## config.mk

```make
export PLATFORM = sky130hd
export DESIGN_NAME = fill_counter
export DESIGN_NICKNAME = d
export VERILOG_FILES = /design/src/mem_pkg.sv /design/src/cache_pkg.sv /design/src/fill_counter.sv
export SDC_FILE = /design/constraint.sdc
export NUM_CORES = 1
export LEC_CHECK = 0
export BUFFER_PORTS_ARGS = -buffer_cell sky130_fd_sc_hd__buf_2
export CELL_PAD_IN_SITES_DETAIL_PLACEMENT = 0
export CELL_PAD_IN_SITES_GLOBAL_PLACEMENT = 1
export CORE_AREA = 4 4 41 43
export DETAILED_ROUTE_END_ITERATION = 6
export DIE_AREA = 0 0 45 47
export PLACE_DENSITY = 0.56
export SLEW_MARGIN = 20
export SYNTH_ARGS = -nofsm -noshare
export SYNTH_HDL_FRONTEND = slang
export SYNTH_SLANG_ARGS = --single-unit
```

## constraint.sdc

```tcl
create_clock -name clk -period 1.4 [get_ports clk]
set_input_delay 0.28 -clock clk [delete_from_list [all_inputs] [get_ports clk]]
set_output_delay 0.28 -clock clk [all_outputs]
set_load 0.02 [all_outputs]
```

## src/mem_pkg.sv

```systemverilog
//////////////////////////////////////////////////
// Main memory definitions
// Word and address types, geometry and read latency
// of the pipelined word memory
//////////////////////////////////////////////////

package mem_pkg;

   //////////////////////////////////////////////////
   // Widths
   //////////////////////////////////////////////////

   // Data word width
   localparam int WORD_BITS = 16;

   // Byte address width
   localparam int ADDR_BITS = 16;

   //////////////////////////////////////////////////
   // Geometry and timing
   //////////////////////////////////////////////////

   // One word per even byte address
   localparam int MEM_WORDS = 2 ** (ADDR_BITS - 1);

   // Cycles from read issue to data_valid
   localparam int MEM_LATENCY = 4;

   // One data word
   typedef logic [WORD_BITS-1:0] word_t;

   // Byte address, bit 0 always zero
   typedef logic [ADDR_BITS-1:0] addr_t;

   // Word index into the memory array
   typedef logic [ADDR_BITS-2:0] word_addr_t;

endpackage

```

## src/cache_pkg.sv

```systemverilog
//////////////////////////////////////////////////
// Cache definitions
// Address split, line geometry, field helpers and
// the controller state encoding
//////////////////////////////////////////////////

package cache_pkg;

   //////////////////////////////////////////////////
   // Address split
   //////////////////////////////////////////////////

   // Word within block, byte address bits 3..1
   localparam int OFFSET_BITS = 3;
   // Line select, bits 9..4
   localparam int INDEX_BITS = 6;
   // Remaining upper bits, 15..10
   localparam int TAG_BITS = 6;

   // Field positions in the byte address
   localparam int OFFSET_LSB = 1;
   localparam int INDEX_LSB = OFFSET_LSB + OFFSET_BITS;
   localparam int TAG_LSB = INDEX_LSB + INDEX_BITS;

   // Geometry
   localparam int LINES = 2 ** INDEX_BITS;
   localparam int BLOCK_WORDS = 2 ** OFFSET_BITS;

   typedef logic [OFFSET_BITS-1:0] offset_t;
   typedef logic [INDEX_BITS-1:0] index_t;
   typedef logic [TAG_BITS-1:0] tag_t;

   // Controller states
   typedef enum logic [1:0] {
      IDLE,
      FILL,
      UPDATE
   } cache_state_t;

   //////////////////////////////////////////////////
   // Field helpers
   //////////////////////////////////////////////////

   function automatic offset_t addr_offset(input mem_pkg::addr_t addr);
      return addr[INDEX_LSB-1:OFFSET_LSB];
   endfunction

   function automatic index_t addr_index(input mem_pkg::addr_t addr);
      return addr[TAG_LSB-1:INDEX_LSB];
   endfunction

   function automatic tag_t addr_tag(input mem_pkg::addr_t addr);
      return addr[TAG_LSB+TAG_BITS-1:TAG_LSB];
   endfunction

   // Same block, word replaced by the given offset
   function automatic mem_pkg::addr_t block_addr(input mem_pkg::addr_t addr,
                                                 input offset_t offset);
      return {addr[TAG_LSB+TAG_BITS-1:INDEX_LSB], offset, 1'b0};
   endfunction

endpackage

```

## src/fill_counter.sv

```systemverilog
//////////////////////////////////////////////////
// Fill counters
// Issue and return word counters that sequence
// one eight-word block fill
//////////////////////////////////////////////////

`timescale 1ns/1ps

module fill_counter (
   input  logic               clk,
   input  logic               rst,
   input  logic               start,
   input  logic               issue,
   input  logic               returned,
   output cache_pkg::offset_t issue_offset,
   output cache_pkg::offset_t fill_offset,
   output logic               issue_last,
   output logic               fill_last
);

   localparam cache_pkg::offset_t LAST = cache_pkg::offset_t'(cache_pkg::BLOCK_WORDS - 1);

   assign issue_last = (issue_offset == LAST);
   assign fill_last = (fill_offset == LAST);

   // Both hold at the last word until the next start
   always_ff @(posedge clk) begin
      if (rst || start) begin
         issue_offset <= '0;
         fill_offset <= '0;
      end else begin
         if (issue && !issue_last) begin
            issue_offset <= issue_offset + 1'b1;
         end
         if (returned && !fill_last) begin
            fill_offset <= fill_offset + 1'b1;
         end
      end
   end

   //////////////////////////////////////////////////
   // Checks
   //////////////////////////////////////////////////

   // No step past the last word within one fill
   a_issue_no_wrap: assert property (@(posedge clk) disable iff (rst)
      issue && issue_last |=> !issue until start);
   a_fill_no_wrap: assert property (@(posedge clk) disable iff (rst)
      returned && fill_last |=> !returned until start);

   // Memory returns trail the issued reads
   a_return_after_issue: assert property (@(posedge clk) disable iff (rst)
      returned |-> (fill_offset < issue_offset) || (fill_last && issue_last));

endmodule

```

### Word-level counts from Yosys, hierarchy flattened

Index checks and enable logic that the tools add are counted.

* register bits: 6
* bits in latches: 0
* RAM bits: 0
* bits in read-only memories: 0
* input port bits: 5
* output and inout bits: 8
* memories kept: 0

* add/sub/neg operators: 2
* multipliers: 0
* divide/modulo/power cells: 0
* order comparisons: 0
* eq/ne operators: 2
* shifts and indexed selects: 0
* muxes and demuxes: 0
* bitwise logic cells: 0
* reduce and logical (&&, ||, !) cells: 5

Operators by type and width (count)
* adder 3 x 1 -> 3 bit, second input constant: 2
* == test 3 bit, second input constant: 2
* logical AND 1 bit: 2
* zero test 1 bit: 2
* logical OR 1 bit: 1

### Logic depth before layout (Yosys ltp)

* word-level depth: 3
* gate-level depth with buffers: 5
* gate-level depth less buffers: 5

### Least setup slack after synthesis

No wires, ideal clock.

* kind: register -> register
* from: register fill_offset[0]
* to: register fill_offset[1]
* library setup time: 0.114 ns
* arrival time: 1.283 ns
* required time: 1.286 ns
* setup slack: 0.003 ns
* stages on the path, launching flop included: 6
* cells stage by stage: dfxtp_1 > ha_1 > ha_1 > nor2b_4 > mux2i_1 > nor2_1

* longest elaborated chain between the ends: 3

Ends and longest elaborated chain
* start: declaration: line fill_counter.sv:16 `output cache_pkg::offset_t fill_offset,`
* start signal: assignment: line fill_counter.sv:36 `fill_offset <= fill_offset + 1'b1;`
* == test 3 bit: line fill_counter.sv:24 `assign fill_last = (fill_offset == LAST);`
* net fill_last: line fill_counter.sv:18 `output logic fill_last`
* zero test 1 bit: line fill_counter.sv:35 `if (returned && !fill_last) begin`
* logical AND 1 bit: line fill_counter.sv:35

The timed path passes the listed nets, and every way through them passes these cells.
A chain may end at the register's enable or synchronous reset.

### Worst setup path in the final report

* from: register issue_offset[0]
* to: output port issue_last

* longest elaborated chain between the ends: 1

Ends and longest elaborated chain
* start: declaration: line fill_counter.sv:15 `output cache_pkg::offset_t issue_offset,`
* start signal: assignment: line fill_counter.sv:33 `issue_offset <= issue_offset + 1'b1;`
* == test 3 bit: line fill_counter.sv:23 `assign issue_last = (issue_offset == LAST);`
* end: declaration: line fill_counter.sv:17 `output logic issue_last,`

No other way between the ends.

==> metrics.cfg <==
[yosys]
yosysSeqAreaShare_pct = 41.56
synth.distinct_cells = 8
netlist.top_cell.by_area = dfxtp_1
synth_top_area_share_pct = 41.56
ys_top_cells_by_area = dfxtp_1 42%, ha_1 17%, mux2i_1 14%, nor2b_4 9.5%, nor2_1 7.8%
synth_top_family_by_area = simple AND/OR/NAND/NOR gates
synth_compound_area_share_pct = 0
muxShareOfSynthArea_pct = 13.85
synth-simple-area-share_pct = 19.48
avgSynthCellArea_um2 = 11.12
synth_seq_cells = 6
synth_cells = 26
syn-num-nets = 35
synth_area_um2 = 289.0
synthAdderAreaFrac_pct = 17.32
synth_xor_area_share_pct = 6.061
yosysWarnings = 0

[global_routing]
grt_max_degree = 7
antenna_found_initial = 0
grtUsageTotal_pct = 6.413
grt_first_pass_wirelength_um = 876
gr-total-overflow = 0
grt_pass1_vias = 227

[drt]
wire_per_inst_um = 9.429
drc_errors = 0
finalWirelength_um = 528
firstDrtPassIters = 1
drt_iter0_drc = 0
route.vias.total = 214
vias_per_cell = 3.821
antenna_left = 0

[placement]
placed_area_um2 = 362.8
port_buffers = 12
post-dp-hpwl_um = 439.4
dp_slack_ns = 0.1040
gp_congestion = 0.6084

[setup_path]
r2r_cells = 6
r2r_start = issue_offset[0]$_SDFFE_PP0P_
critPathCapture = issue_last
rr_endpoint = issue_offset[2]$_SDFFE_PP0P_
cp_max_fo = 3
rrSetupSlack_ns = 0.09
startpoint = issue_offset[0]$_SDFFE_PP0P_
critPathLaunchType = flip-flop
worstPathRequired_ns = 1.12
crit_type = flip-flop to output pin
critPathArrivalTime_ns = 1.05
end_kind = output pin

[pwr]
finalPower_w = 0.0003706
ir_worst_vdd_uv = 325.5
power.leakage_nw = 0.2121
p_per_area_nw_per_um2 = 873.7

[layout]
fillCellCount = 151
antenna_cells = 0
drive_above_1_share_pct = 58.54
fin_util_pct = 32.60
area_delta_synth_final_pct = 46.75
nNetsFinal = 52
postLayoutCellArea_um2 = 424.2

[cts]
cts_tree = built
cts-htree-levels = 1
ctsHoldBuffers = 0
clockBufferDepth = 2
cts-root-buf = clkbuf_4
clk_pin_slew_ns = 0.04
numCtsBuffers = 3
clkLatencyLatePin_ns = 0.24
cts.sink_count = 6

[sta]
maxSlewHeadroom_pct = 78.67
rsz0062_at_grt = false
clock_skew_ns = 0.00004746
fin_setup_tns_ns = 0
maxSlewViolCount = 0
timing.fmax_ghz = 0.7500
hold_viol = 0
setup_ws_ns = 0.06658
timing.final.crit_period_ns = 1.333
worst_pin_slew_ns = 0.3199
post-route-period-util_pct = 95.24
setup_viol = 0

[die]
die_h_um = 47
core_area_um2 = 1301
die-area_um2 = 2115
rows = 13
die_w_um = 45
start_util_pct = 22.21
boundaryPins = 13

[status]
status = completed

[min_path]
hp-class = input port to flip-flop

[run]
cap_violations = 0

-- per-layer routing --
layer / GRT usage [%] / share of wire [%] / vias to the layer above
li1: - / - / 117
met1: 5.492 / 35 / 94
met2: 10.17 / 61 / 3
met3: 3.448 / 4.2 / 0
met4: 7.018 / 0 / 0
met5: 0 / 0 / -
-- state kept, by name (all words and copies together) (netlist names) --
register / flops
fill_offset: 3
issue_offset: 3
-- worst min-delay path by stage --
stage / from / slack (ns) / cells after the start / end
finish: returned / 0.48 / 4 / fill_offset[0]$_SDFFE_PP0P_
global route: returned / 0.48 / 4 / fill_offset[0]$_SDFFE_PP0P_
CTS: returned / 0.47 / 4 / fill_offset[0]$_SDFFE_PP0P_
detailed placement: issue_offset[1]$_SDFFE_PP0P_ / 0.52 / 2 / issue_offset[1]$_SDFFE_PP0P_
global placement: issue_offset[2]$_SDFFE_PP0P_ / 0.51 / 2 / issue_offset[2]$_SDFFE_PP0P_
floorplan: rst / 0.58 / 3 / fill_offset[0]$_SDFFE_PP0P_
-- critical path: stages (launching register included) --
cell and delay [ns]:
dfxtp_2 0.32, ha_2 0.17, ha_2 0.17, buf_4 0.15
-- final cells by class --
| cell class | count | area (um2) | share of cell area (%) |
|---|---|---|---|
| clock buffers | 3 | 22.52 | 5.310 |
| multi-input cells | 19 | 183.9 | 43.36 |
| well taps | 15 | 18.77 | 4.425 |
| repair buffers | 13 | 76.32 | 17.99 |
| flip-flops and latches | 6 | 122.6 | 28.91 |
-- where the power goes --
group	leakage (nW)	switching [W]	total (W)	internal (W)
combinational	0.149	0.0000183	0.0000386	0.0000204
sequential	0.0495	0.00000355	0.000180	0.000176
clock	0.0138	0.0000555	0.000152	0.0000965
-- synth_stat cells --
cell,n
ha_1,4
mux2i_1,4
xnor2_1,2
or2_0,1
nor2b_4,2
dfxtp_1,6
buf_2,1
nor2_1,6
-- kinds of logic after synthesis --
group                      Yosys count
DFF                                  6
adders and majority gates            4
and+or+nand+nor                      9
muxes                                4
buffers and inverters                1
xor gates and xnor gates             2
-- per-stage QoR --
| step | cells | hold slack (ns) |
|---|---|---|
| finish | 56 | 0.4803 |
| CTS | 56 | 0.4699 |
| floorplan | 26 | 0.5817 |
| global placement | 52 | 0.5051 |
| detailed placement | 52 | 0.5234 |
| global route | 56 | 0.4779 |
-- cells in the final DEF, fill, tap and decap left out, types with 2 or more instances in the layout --
| master | n |
|---|---|
| dfxtp_1 | 4 |
| mux2i_1 | 4 |
| clkbuf_4 | 3 |
| nor2_1 | 6 |
| nor2b_4 | 2 |
| dfxtp_2 | 2 |
| ha_2 | 3 |
| buf_4 | 2 |
| buf_2 | 10 |
| xnor2_1 | 2 |
-- repair_timing --
item,in CTS,in global routing
hold endpoints to repair,0,0
setup buffers,1,0
endpoints found under the setup margin,2,4
gates resized for setup,6,4
pin swaps,0,0
No activity file was read; power rests on OpenSTA's default activity.
