### config.mk
export PLATFORM = sky130hd
export DESIGN_NAME = cache_fsm
export DESIGN_NICKNAME = d
export VERILOG_FILES = /design/src/mem_pkg.sv /design/src/cache_pkg.sv /design/src/cache_fsm.sv
export SDC_FILE = /design/constraint.sdc
export NUM_CORES = 1
export LEC_CHECK = 0
export BUFFER_PORTS_ARGS = -buffer_cell sky130_fd_sc_hd__buf_2
export CORE_AREA = 2 2 39 41
export CTS_BUF_LIST = sky130_fd_sc_hd__clkbuf_8
export DETAILED_ROUTE_END_ITERATION = 7
export DIE_AREA = 0 0 41 43
export MAX_ROUTING_LAYER = met4
export SLEW_MARGIN = 20
export SYNTH_ARGS = -nofsm -noshare
export SYNTH_HDL_FRONTEND = slang
export SYNTH_SLANG_ARGS = --single-unit
### constraint.sdc
create_clock -name clk -period 1.7 [get_ports clk]
set_input_delay 0.17 -clock clk [delete_from_list [all_inputs] [get_ports clk]]
set_output_delay 0.17 -clock clk [all_outputs]
set_load 0.05 [all_outputs]
### src/mem_pkg.sv
//////////////////////////////////////////////////
// Main memory definitions
// Word and address types, geometry and read latency
// of the pipelined word memory
//////////////////////////////////////////////////

package mem_pkg;

   //////////////////////////////////////////////////
   // Widths
   //////////////////////////////////////////////////

   // Data word width
   localparam int WORD_BITS = 16;

   // Byte address width
   localparam int ADDR_BITS = 16;

   //////////////////////////////////////////////////
   // Geometry and timing
   //////////////////////////////////////////////////

   // One word per even byte address
   localparam int MEM_WORDS = 2 ** (ADDR_BITS - 1);

   // Cycles from read issue to data_valid
   localparam int MEM_LATENCY = 4;

   // One data word
   typedef logic [WORD_BITS-1:0] word_t;

   // Byte address, bit 0 always zero
   typedef logic [ADDR_BITS-1:0] addr_t;

   // Word index into the memory array
   typedef logic [ADDR_BITS-2:0] word_addr_t;

endpackage

### src/cache_pkg.sv
//////////////////////////////////////////////////
// Cache definitions
// Address split, line geometry, field helpers and
// the controller state encoding
//////////////////////////////////////////////////

package cache_pkg;

   //////////////////////////////////////////////////
   // Address split
   //////////////////////////////////////////////////

   // Word within block, byte address bits 3..1
   localparam int OFFSET_BITS = 3;
   // Line select, bits 9..4
   localparam int INDEX_BITS = 6;
   // Remaining upper bits, 15..10
   localparam int TAG_BITS = 6;

   // Field positions in the byte address
   localparam int OFFSET_LSB = 1;
   localparam int INDEX_LSB = OFFSET_LSB + OFFSET_BITS;
   localparam int TAG_LSB = INDEX_LSB + INDEX_BITS;

   // Geometry
   localparam int LINES = 2 ** INDEX_BITS;
   localparam int BLOCK_WORDS = 2 ** OFFSET_BITS;

   typedef logic [OFFSET_BITS-1:0] offset_t;
   typedef logic [INDEX_BITS-1:0] index_t;
   typedef logic [TAG_BITS-1:0] tag_t;

   // Controller states
   typedef enum logic [1:0] {
      IDLE,
      FILL,
      UPDATE
   } cache_state_t;

   //////////////////////////////////////////////////
   // Field helpers
   //////////////////////////////////////////////////

   function automatic offset_t addr_offset(input mem_pkg::addr_t addr);
      return addr[INDEX_LSB-1:OFFSET_LSB];
   endfunction

   function automatic index_t addr_index(input mem_pkg::addr_t addr);
      return addr[TAG_LSB-1:INDEX_LSB];
   endfunction

   function automatic tag_t addr_tag(input mem_pkg::addr_t addr);
      return addr[TAG_LSB+TAG_BITS-1:TAG_LSB];
   endfunction

   // Same block, word replaced by the given offset
   function automatic mem_pkg::addr_t block_addr(input mem_pkg::addr_t addr,
                                                 input offset_t offset);
      return {addr[TAG_LSB+TAG_BITS-1:INDEX_LSB], offset, 1'b0};
   endfunction

endpackage

### src/cache_fsm.sv
//////////////////////////////////////////////////
// Cache controller
// Serves read hits and write-through writes, runs
// read misses as pipelined eight-word block fills
//////////////////////////////////////////////////

`timescale 1ns/1ps

module cache_fsm (
   input  logic clk,
   input  logic rst,
   input  logic cpu_rd,
   input  logic cpu_wr,
   input  logic hit,
   input  logic issue_last,
   input  logic fill_last,
   input  logic returned,
   output logic done,
   output logic stall,
   output logic mem_enable,
   output logic mem_wr,
   output logic fill_start,
   output logic issue,
   output logic filling,
   output logic fill_tag_we,
   output logic cache_wr
);

   cache_pkg::cache_state_t state;
   cache_pkg::cache_state_t next_state;

   // Set once the eighth read is out
   logic issue_done;

   //////////////////////////////////////////////////
   // State registers
   //////////////////////////////////////////////////

   always_ff @(posedge clk) begin
      if (rst) begin
         state <= cache_pkg::IDLE;
      end else begin
         state <= next_state;
      end
   end

   always_ff @(posedge clk) begin
      if (rst || fill_start) begin
         issue_done <= 1'b0;
      end else if (issue && issue_last) begin
         issue_done <= 1'b1;
      end
   end

   //////////////////////////////////////////////////
   // Next state and outputs
   //////////////////////////////////////////////////

   always_comb begin
      next_state = state;
      done = 1'b0;
      stall = 1'b0;
      mem_enable = 1'b0;
      mem_wr = 1'b0;
      fill_start = 1'b0;
      issue = 1'b0;
      filling = 1'b0;
      fill_tag_we = 1'b0;
      cache_wr = 1'b0;
      case (state)
         cache_pkg::IDLE: begin
            if (cpu_wr) begin
               // Write-through, no allocate on a miss
               done = 1'b1;
               mem_enable = 1'b1;
               mem_wr = 1'b1;
               cache_wr = hit;
            end else if (cpu_rd && hit) begin
               done = 1'b1;
            end else if (cpu_rd) begin
               // Miss, counters cleared for the fill
               stall = 1'b1;
               fill_start = 1'b1;
               next_state = cache_pkg::FILL;
            end
         end
         cache_pkg::FILL: begin
            stall = 1'b1;
            filling = 1'b1;
            // One read per cycle until all eight are out
            issue = !issue_done;
            mem_enable = issue;
            if (returned && fill_last) begin
               next_state = cache_pkg::UPDATE;
            end
         end
         cache_pkg::UPDATE: begin
            // Block complete, mark line valid
            stall = 1'b1;
            fill_tag_we = 1'b1;
            next_state = cache_pkg::IDLE;
         end
         default: begin
            next_state = cache_pkg::IDLE;
         end
      endcase
   end

   // Processor drives one request at a time
   a_one_request: assert property (@(posedge clk) disable iff (rst)
      !(cpu_rd && cpu_wr));

endmodule

After elaboration in Yosys (flattened, before gate mapping) --
Index checks and enable logic that the tools add are counted.
Cells by class: reductions and logical operators 8, eq/ne operators 6, muxes and demuxes 21
Operators by type and width (number):
- $mux W1 | 14
- $mux W2 | 4
- $ne A2 B2 Y1 const B | 4
- $pmux W1 S2 | 2
- $pmux W2 S2 | 1
- $reduce_and A4 Y1 | 1
- $logic_and A1 B1 Y1 | 3
- $eq A2 B1 Y1 const B | 1
- $eq A2 B2 Y1 const B | 1
- $logic_not A2 Y1 | 1
- $reduce_or A2 Y1 | 1
- $logic_not A1 Y1 | 1
- $logic_or A1 B1 Y1 | 1
Word-level totals: output and inout bits 9, bits in registers 3

Logic depth before layout (Yosys ltp) --
Gate-level depths: netlist of run 1.
depth after elaboration 5, gate-level depth with buffers 5, mapped depth without buffers 5

Least setup slack after synthesis of run 1 --
No wires, ideal clock.
path type flip-flop to output port, from register state[1], to output port mem_enable, setup slack -0.794 ns, required time 1.530 ns, stages on the path, launching flop included 5, arrival 2.324 ns, path through dfxtp_1 inv_1 ha_1 nor2b_1 o22a_1
Between the ends: longest elaborated chain between the ends 2, elaborated cells between the ends (all ways) 3, classes of those cells eq/ne: 1; mux: 1; reduce/logical: 1
Ends and longest elaborated chain:
- start: declaration | line cache_fsm.sv:29 | cache_pkg::cache_state_t state;
- start signal: assignment | line cache_fsm.sv:41 | state <= cache_pkg::IDLE;
- start signal: assignment | line cache_fsm.sv:43 | state <= next_state;
- $eq A2 B1 Y1 / $logic_not A2 Y1 (equally long branches) | line cache_fsm.sv:70 | case (state)
- $pmux W1 S2 * | line cache_fsm.sv:70
- end: declaration | line cache_fsm.sv:20 | output logic mem_enable,
Every way passes the cells marked *; elsewhere a longest branch is shown, timed or not.

Final worst setup path of run 1 --
from register state[1], to output port stall
Between the ends: longest elaborated chain between the ends 3, elaborated cells between the ends (all ways) 5, classes of those cells eq/ne: 2; mux: 1; reduce/logical: 2
Ends and longest elaborated chain:
- $eq A2 B1 Y1 / $eq A2 B2 Y1 (equally long branches) | line cache_fsm.sv:70
- $reduce_or A2 Y1 (no line)
- $pmux W1 S2 * | line cache_fsm.sv:70
- end: declaration | line cache_fsm.sv:19 | output logic stall,
Marks and branches as above.

==> impl_metrics.env, run 1 <==
export IMPL_cts_buffers=3
export IMPL_drv_slew=0
export IMPL_path_clk_slew_ps=30
export IMPL_wl_per_cell_um=9.35
export IMPL_hpwl_um=546
export IMPL_intPower_mw=0.482
export IMPL_grt_total_usage=0.0833
export IMPL_ys_seq_elements=3
export IMPL_cp_startpoint="state[1]"
export IMPL_synthFlopType="dfxtp_1"
export IMPL_dieWidth_um=41
export IMPL_fp_dieH_um=43
export IMPL_clockRootBuffer="clkbuf_8"
export IMPL_setup_worst_path_class="flop to primary output"
export IMPL_r2r_start="state[1]"
export IMPL_combPwrFrac=0.698
export IMPL_dp_cells=65
export IMPL_worstPathRequired_ps=1530
export IMPL_finalWirelength_um=645
export IMPL_instances_no_fill=69
export IMPL_max_freq_mhz=615
export IMPL_syn_instance_count=31
export IMPL_start_kind="flop"
export IMPL_cts_max_level=1
export IMPL_grt_pass1_vias=248
export IMPL_p_clk_frac=0.196
export IMPL_regToRegSetupSlack_ps=260
export IMPL_vias=285
export IMPL_antenna_found_initial=0
export IMPL_final_antenna_net_count=0
export IMPL_status="finished clean"
export IMPL_clk_latency_ps=210
export IMPL_clock_sinks=3
export IMPL_ys_seq_area_frac=0.216
export IMPL_numPortBuffers=16
export IMPL_synth_top_area_frac=0.270
export IMPL_syn_nets=45
export IMPL_cts_tree="yes"
export IMPL_vias_per_cell=4.13
export IMPL_finalSetupTns_ps=0
export IMPL_worstPathArrival_ps=1460
export IMPL_fin_skew_ps=0.199
export IMPL_grt_pass1_wl_um=972
export IMPL_drtIter0Drc=3
export IMPL_cts_max_path_buffers=2
export IMPL_synth_common_cells="ha_1, nand2b_1, dfxtp_1, inv_1"
export IMPL_fp_coreArea_mm2=0.00138
export IMPL_synth_area_top_cells="ha_1, dfxtp_1, nand2b_1"
export IMPL_crit_path_end_kind="primary output"
export IMPL_die_area_mm2=0.00176
export IMPL_synth_top_area_cell="ha_1"
export IMPL_initial_utilization=0.201
export IMPL_power_switching_fraction=0.520
export IMPL_fin_crit_sh=0.957
export IMPL_grt_max_degree=6
export IMPL_finalHoldViolCount=0
export IMPL_hold_buffers=0
export IMPL_critPathMaxFanout=4
export IMPL_reg2reg_to="state[0]"
export IMPL_relSlewSlack=0.660
export IMPL_synth_cell_type_count=17
export IMPL_tightest_slew_ps=510
export IMPL_diodes=0
export IMPL_vdd_ir_drop_max_v=0.000793
export IMPL_synth_warning_count=0
export IMPL_crit_end="stall"
export IMPL_drive_above_1_share=0.547
export IMPL_areaGrowthSynthToFinish_pct=69.4
export IMPL_drt_pass1_iterations=4
export IMPL_num_rows=14
export IMPL_drc=0
export IMPL_period_needed_ps=1630
export IMPL_synth_avg_cell_area_um2=8.96
export IMPL_ios=17
export IMPL_nets=68
export IMPL_yosysMostFrequentCell="ha_1"
export IMPL_gp_congestion=0.662
export IMPL_ys_async_sr_fraction=0
export IMPL_switching_power_mw=0.522
export IMPL_hold_path_class="input pin to flop"
export IMPL_drv_cap=0
export IMPL_rsz0062_at_grt="no"
export IMPL_seq_power_share=0.105
export IMPL_setup_viol=0
export IMPL_gr_total_overflow=0
export IMPL_syn_area_um2=278
export IMPL_worst_r2r_path_depth=4
export IMPL_p_leak_nw=0.241
export IMPL_synth_edf_count=0
export IMPL_p_per_area_mw_per_mm2=2130
-- routing by layer --
metal / share of wire / track usage
met1: 0.43 / 0.106
met2: 0.50 / 0.113
met3: 0.073 / 0.0157
met4: 0 / 0.0600
met5: 0 / -
-- layout make-up --
type | instances | area, µm²
tap | 16 | 20.0
fill | 154 | 913
clock inverter | 1 | 3.75
inverter | 3 | 11.3
multi-input combinational | 25 | 235
sequential | 3 | 61.3
clock buffer | 3 | 41.3
timing repair buffer | 18 | 97.6
-- cells in the final DEF (no fill, tap or decap), types with 2 or more instances in the layout --
cell      netlist  final
dfxtp_1         3      2
buf_2           0     15
mux2i_1         2      2
clkbuf_8        0      3
ha_1            6      5
nand2b_1        4      4
buf_4           0      3
inv_1           3      4
-- critical path, stage by stage (launching register included) --
cell      delay [ps]
dfxtp_2          340
inv_1             90
ha_1             210
and4bb_2         260
nor2_2           130
nor2_4            30
buf_4            180
-- power by group through the flow --
stage	logic, mW	registers, mW	clock network (mW)
3_5_place_dp	0.690	0.106	0
4_1_cts	0.709	0.106	0.204
6_report	0.701	0.106	0.197
3_3_place_gp	0.684	0.105	0
5_1_grt	0.749	0.109	0.209
2_1_floorplan	0.542	0.111	0
-- flip-flops by register name (all words and copies together) (netlist names) --
| signal | cells |
|---|---|
| state | 2 |
| issue_done | 1 |
-- what timing repair did --
item | CTS | global route
buffers inserted | 0 | 0
setup endpoints to repair | 1 | 0
resized for setup | 3 | 0
-- worst min path at each step --
stage | slack (ps) | startpoint | to | cells past startpoint
2_1_floorplan | 250 | rst | issue_done | 1
3_3_place_gp | 380 | rst | issue_done | 2
3_5_place_dp | 390 | rst | issue_done | 2
4_1_cts | 160 | rst | issue_done | 2
5_1_grt | 170 | rst | issue_done | 2
6_report | 170 | rst | issue_done | 2
-- cells by family after synthesis --
logic type	after synthesis	synth area share
compound gates	4	0.113
buf+inv	3	0.0405
flops	3	0.216
simple gates	13	0.288
mux	2	0.0721
fa+ha+maj	6	0.270
-- stage by stage --
stage	setup slack, ps	util	power [mW]	instance area, µm²	hold WS (ps)
CTS	52.9	0.340	1.02	470	160
global route	0.265	0.340	1.07	470	165
floorplan	24.9	-	0.653	304	249
detailed placement	163	0.303	0.796	419	386
global placement	180	0.303	0.789	419	384
finish	73.3	0.340	1.00	470	167
No activity file was read; power rests on OpenSTA's default activity.
==> run 2: changes to the inputs <==
--- a/config.mk
+++ b/config.mk
@@ -11,6 +11,7 @@
 export DETAILED_ROUTE_END_ITERATION = 7
 export DIE_AREA = 0 0 41 43
 export MAX_ROUTING_LAYER = met4
+export SETUP_SLACK_MARGIN = 0.3
 export SLEW_MARGIN = 20
 export SYNTH_ARGS = -nofsm -noshare
 export SYNTH_HDL_FRONTEND = slang
==> constraint.sdc (replaced) <==
create_clock -name clk -period 1.7 [get_ports clk]
set_input_delay 0.17 -clock clk [delete_from_list [all_inputs] [get_ports clk]]
set_output_delay 0.17 -clock clk [all_outputs]
set_load 0.01 [all_outputs]
==> run 2 against run 1 <==
Compared with the run above: clock power is essentially flat; clock-buffer cell count stayed put; global-route usage increased by 1.7 points; combinational power decreased by 40%; largest power group unchanged; fmax rose by 12%.
==> impl_metrics.env, run 2 (same netlist as run 1, synthesis figures left out) <==
export IMPL_setup_viol=0
export IMPL_regToRegSetupSlack_ps=330
export IMPL_crit_end="fill_start"
export IMPL_final_cell_mix="buf_2, nand2b_1, buf_4, ha_1, clkbuf_8"
export IMPL_combPwrFrac=0.567
export IMPL_dieWidth_um=41
export IMPL_layout_commonest_cell="buf_2"
export IMPL_vias=306
export IMPL_wl_per_cell_um=9.75
export IMPL_drc=0
export IMPL_top_regs="state: 2 flops, issue_done: 1 flops"
export IMPL_diodes=0
export IMPL_final_antenna_net_count=0
export IMPL_tightest_slew_ps=268
export IMPL_rsz0062_at_grt="yes"
export IMPL_grt_pass1_wl_mm=1.20
export IMPL_finalHoldViolCount=0
export IMPL_path_clk_slew_ps=30
export IMPL_fp_dieH_um=43
export IMPL_design_area_um2=489
export IMPL_place_area_um2=382
export IMPL_critPathSlowestCell="dfxtp_4"
export IMPL_fp_coreArea_mm2=0.00138
export IMPL_power_mw=0.748
export IMPL_power_switching_fraction=0.366
export IMPL_vdd_ir_drop_max_v=0.000755
export IMPL_cp_cell_sequence="inv_4 -> ha_4 -> and4bb_2 -> buf_4 -> buf_6"
export IMPL_drt_pass1_iterations=4
export IMPL_fin_crit_sh=0.853
export IMPL_gp_congestion=0.746
export IMPL_vias_per_cell=4.31
export IMPL_drv_slew=0
export IMPL_crit_path_end_kind="primary output"
export IMPL_largest_reg_flops=2
export IMPL_clk_latency_ps=210
export IMPL_switching_power_mw=0.274
export IMPL_fin_skew_ps=0.884
export IMPL_p_leak_nw=0.251
export IMPL_cts_max_level=1
export IMPL_setup_worst_path_class="flop to primary output"
export IMPL_nets=70
export IMPL_numPortBuffers=16
export IMPL_drive_above_1_share=0.618
export IMPL_finalSetupTns_ps=0
export IMPL_initial_utilization=0.201
export IMPL_hpwl_um=549
export IMPL_reg2reg_to="state[0]"
export IMPL_hold_start="rst"
export IMPL_grt_pass1_vias=295
export IMPL_die_area_mm2=0.00176
export IMPL_cts_buffers=3
export IMPL_r2r_start="state[0]"
export IMPL_period_needed_ps=1450
export IMPL_seq_power_share=0.168
export IMPL_hold_slack_ps=168
export IMPL_cts_max_path_buffers=2
export IMPL_clockRootBuffer="clkbuf_8"
export IMPL_status="finished clean"
export IMPL_top_register="state"
export IMPL_areaGrowthSynthToFinish_pct=76.1
export IMPL_worstPathRequired_ps=1530
export IMPL_worst_r2r_path_depth=5
export IMPL_slowest_delay_ps=370
export IMPL_max_freq_mhz=689
export IMPL_worstPathArrival_ps=1280
export IMPL_gr_total_overflow=0
export IMPL_postLayoutCoreUtil=0.354
export IMPL_cp_startpoint="state[0]"
export IMPL_start_kind="flop"
export IMPL_drv_cap=0
export IMPL_finalWirelength_um=692
export IMPL_grt_total_usage=0.101
export IMPL_drtIter0Drc=3
export IMPL_cts_tree="yes"
export IMPL_relSlewSlack=0.821
export IMPL_num_rows=14
export IMPL_hold_path_class="input pin to flop"
export IMPL_p_per_area_mw_per_mm2=1530
export IMPL_critPathMaxFanout=5
export IMPL_grt_max_degree=6
export IMPL_antenna_found_initial=0
export IMPL_intPower_mw=0.474
export IMPL_p_clk_frac=0.265
export IMPL_clock_sinks=3
export IMPL_ios=17
export IMPL_hold_buffers=0
-- run 2: critical path: cells and delay by family, from the launching register on --
kind | cells | cell delay, ps
DFF | 1 | 370
adders and majority gates | 1 | 150
and+or+nand+nor | 1 | 240
buffers and inverters | 3 | 300
-- run 2: layout make-up --
class / instances / area [µm²]
Clock buffer: 3 / 41.3
Clock inverter: 1 / 3.75
Fill cell: 150 / 895
Inverter: 3 / 13.8
Multi-Input combinational cell: 25 / 229
Sequential cell: 3 / 65.1
Tap cell: 16 / 20.0
Timing Repair Buffer: 20 / 116
-- run 2: timing repair --
| action | 4_1_cts | 5_1_grt |
|---|---|---|
| pin swaps | 2 | 0 |
| buffers inserted | 4 | 0 |
| setup endpoints to repair | 6 | 5 |
| gates resized for setup | 10 | 1 |
-- run 2: worst min-delay path by stage --
stage	to	slack, ps	depth (start not counted)
floorplan	issue_done	250	1
global placement	issue_done	390	2
detailed placement	issue_done	390	2
CTS	issue_done	170	2
global route	issue_done	200	2
finish	issue_done	170	2
-- run 2: power groups by stage --
| stage | combinational (mW) | sequential [mW] | clock [mW] |
|---|---|---|---|
| after floorplan | 0.229 | 0.111 | 0 |
| after global placement | 0.345 | 0.116 | 0 |
| after detailed placement | 0.346 | 0.116 | 0 |
| after CTS | 0.418 | 0.125 | 0.204 |
| after global routing | 0.472 | 0.130 | 0.206 |
| final | 0.424 | 0.125 | 0.198 |
-- run 2: metal layers --
layer	routed length, µm	GRT usage	vias to the layer above
li1	-	-	154
met1	317	0.125	133
met2	280	0.147	17
met3	82	0.0314	2
met4	10	0.0400	0
met5	0	-	-
-- run 2: metrics by stage --
stage | worst slack, ps | instances
CTS | 246 | 71
finish | 249 | 71
global placement | 208 | 63
detailed placement | 170 | 63
floorplan | 319 | 31
global route | 183 | 71
==> run 3: changes to the inputs <==
--- a/config.mk
+++ b/config.mk
@@ -7,7 +7,7 @@
 export LEC_CHECK = 0
 export BUFFER_PORTS_ARGS = -buffer_cell sky130_fd_sc_hd__buf_2
 export CORE_AREA = 2 2 39 41
-export CTS_BUF_LIST = sky130_fd_sc_hd__clkbuf_8
+export CTS_BUF_LIST = sky130_fd_sc_hd__clkbuf_16
 export DETAILED_ROUTE_END_ITERATION = 7
 export DIE_AREA = 0 0 41 43
 export MAX_ROUTING_LAYER = met4
==> run 3 against run 2 <==
Compared with the run above: total power rose by 22%; fmax decreased by 0.52%; critical endpoint unchanged; clock skew shrank 0.52 ps; sequential power hardly changed; combinational power about the same; via count up 0.65%; design area increased by 6.9%; routed wire length grew 2.7%.
==> impl_metrics.env, run 3 (same netlist as run 1, synthesis figures left out) <==
export IMPL_status="finished clean"
export IMPL_num_rows=14
export IMPL_die_area_mm2=0.00176
export IMPL_fin_skew_ps=0.364
export IMPL_rsz0062_at_grt="yes"
export IMPL_path_clk_slew_ps=30
export IMPL_wl_met2_um=288
export IMPL_top_register="state"
export IMPL_vias_per_cell=4.34
export IMPL_period_needed_ps=1460
export IMPL_worstPathArrival_ps=1290
export IMPL_drive_above_1_share=0.618
export IMPL_worst_r2r_path_depth=5
export IMPL_wl_met3_um=93
export IMPL_largest_reg_flops=2
export IMPL_wl_met1_um=314
export IMPL_finalSetupTns_ps=0
export IMPL_clock_sinks=3
export IMPL_gr_total_overflow=0
export IMPL_drv_cap=0
export IMPL_finalHoldViolCount=0
export IMPL_reg2reg_to="state[0]"
export IMPL_antenna_found_initial=0
export IMPL_clk_latency_ps=220
export IMPL_drc=0
export IMPL_fp_coreArea_mm2=0.00138
export IMPL_design_area_um2=523
export IMPL_hold_buffers=0
export IMPL_final_antenna_net_count=0
export IMPL_setup_worst_path_class="flop to primary output"
export IMPL_cts_tree="yes"
export IMPL_relSlewSlack=0.822
export IMPL_hpwl_um=549
export IMPL_r2r_start="state[0]"
export IMPL_cp_startpoint="state[0]"
export IMPL_drt_pass1_iterations=4
export IMPL_tightest_slew_ps=268
export IMPL_setup_viol=0
export IMPL_finalWirelength_um=711
export IMPL_grt_pass1_vias=299
export IMPL_diodes=0
export IMPL_drtIter0Drc=3
export IMPL_areaGrowthSynthToFinish_pct=88.3
export IMPL_layout_commonest_cell="buf_2"
export IMPL_critPathMaxFanout=5
export IMPL_worstPathRequired_ps=1530
export IMPL_final_cell_mix="buf_2, nand2b_1, buf_4, ha_1, clkbuf_16"
export IMPL_nets=70
export IMPL_clockRootBuffer="clkbuf_16"
export IMPL_gp_congestion=0.746
export IMPL_start_kind="flop"
export IMPL_grt_max_degree=6
export IMPL_top_layer="met4"
export IMPL_crit_path_end_kind="primary output"
export IMPL_cts_buffers=3
export IMPL_vdd_ir_drop_max_v=0.000777
export IMPL_fp_dieH_um=43
export IMPL_vias=308
export IMPL_crit_end="fill_start"
export IMPL_hold_path_class="input pin to flop"
export IMPL_wl_per_cell_um=10.0
export IMPL_cts_max_level=1
export IMPL_place_area_um2=382
export IMPL_cts_max_path_buffers=2
export IMPL_p_per_area_mw_per_mm2=1750
export IMPL_grt_total_usage=0.109
export IMPL_max_freq_mhz=686
export IMPL_regToRegSetupSlack_ps=340
export IMPL_top_regs="state: 2 flops, issue_done: 1 flops"
export IMPL_p_leak_nw=0.266
export IMPL_numPortBuffers=16
export IMPL_ios=17
export IMPL_fin_crit_sh=0.858
export IMPL_dieWidth_um=41
export IMPL_drv_slew=0
export IMPL_grt_pass1_wl_mm=1.25
export IMPL_initial_utilization=0.201
## run 3: cell types whose count changed in the layout (fill, tap and decap cells not counted)
| cell | delta |
|---|---|
| clkbuf_8 | -3 |
| clkbuf_16 | +3 |
## run 3: layer usage
layer	global-route usage	up-vias
met5	-	-
met3	0.0471	2
met4	0.0600	0
li1	-	153
met1	0.129	136
met2	0.150	17
## run 3: worst max-delay path, stage by stage, from the launching register on
cell and delay [ps]:
dfxtp_4 370, inv_4 50, ha_4 150, and4bb_2 240
buf_4 140, buf_6 110
## run 3: how the worst min path moves through the flow
stage / startpoint / end / slack (ps) / depth (start not counted)
4_1_cts: rst / issue_done / 160 / 2
2_1_floorplan: rst / issue_done / 250 / 1
3_3_place_gp: rst / issue_done / 390 / 2
3_5_place_dp: rst / issue_done / 390 / 2
6_report: rst / issue_done / 160 / 2
5_1_grt: rst / issue_done / 190 / 2
## run 3: per-stage QoR
| step | hold WS, ps | total power [mW] | utilization | instances | setup WS [ps] |
|---|---|---|---|---|---|
| after global placement | 392 | 0.461 | 0.276 | 63 | 208 |
| final | 160 | 0.914 | 0.378 | 71 | 242 |
| after CTS | 157 | 0.918 | 0.376 | 71 | 237 |
| after global routing | 188 | 0.979 | 0.378 | 71 | 174 |
| after floorplan | 249 | 0.340 | - | 31 | 319 |
| after detailed placement | 394 | 0.462 | 0.276 | 63 | 170 |
## run 3: what timing repair did
action,in CTS,in global routing
resized for setup,10,1
pin swaps,2,0
hold endpoints to repair,0,0
buffers inserted,4,0
setup endpoints to repair,6,5
## run 3: final cells by class
| type | instances | area, µm² |
|---|---|---|
| clock inverter | 1 | 3.75 |
| sequential | 3 | 65.1 |
| inverter | 3 | 13.8 |
| tap | 16 | 20.0 |
| fill | 144 | 861 |
| multi-input combinational | 25 | 229 |
| clock buffer | 3 | 75.1 |
| timing repair buffer | 20 | 116 |
## run 3: power breakdown
| group | internal [mW] | total (mW) | switching (mW) |
|---|---|---|---|
| combinational | 0.222 | 0.423 | 0.201 |
| clock | 0.303 | 0.366 | 0.0626 |
| sequential | 0.0984 | 0.125 | 0.0270 |
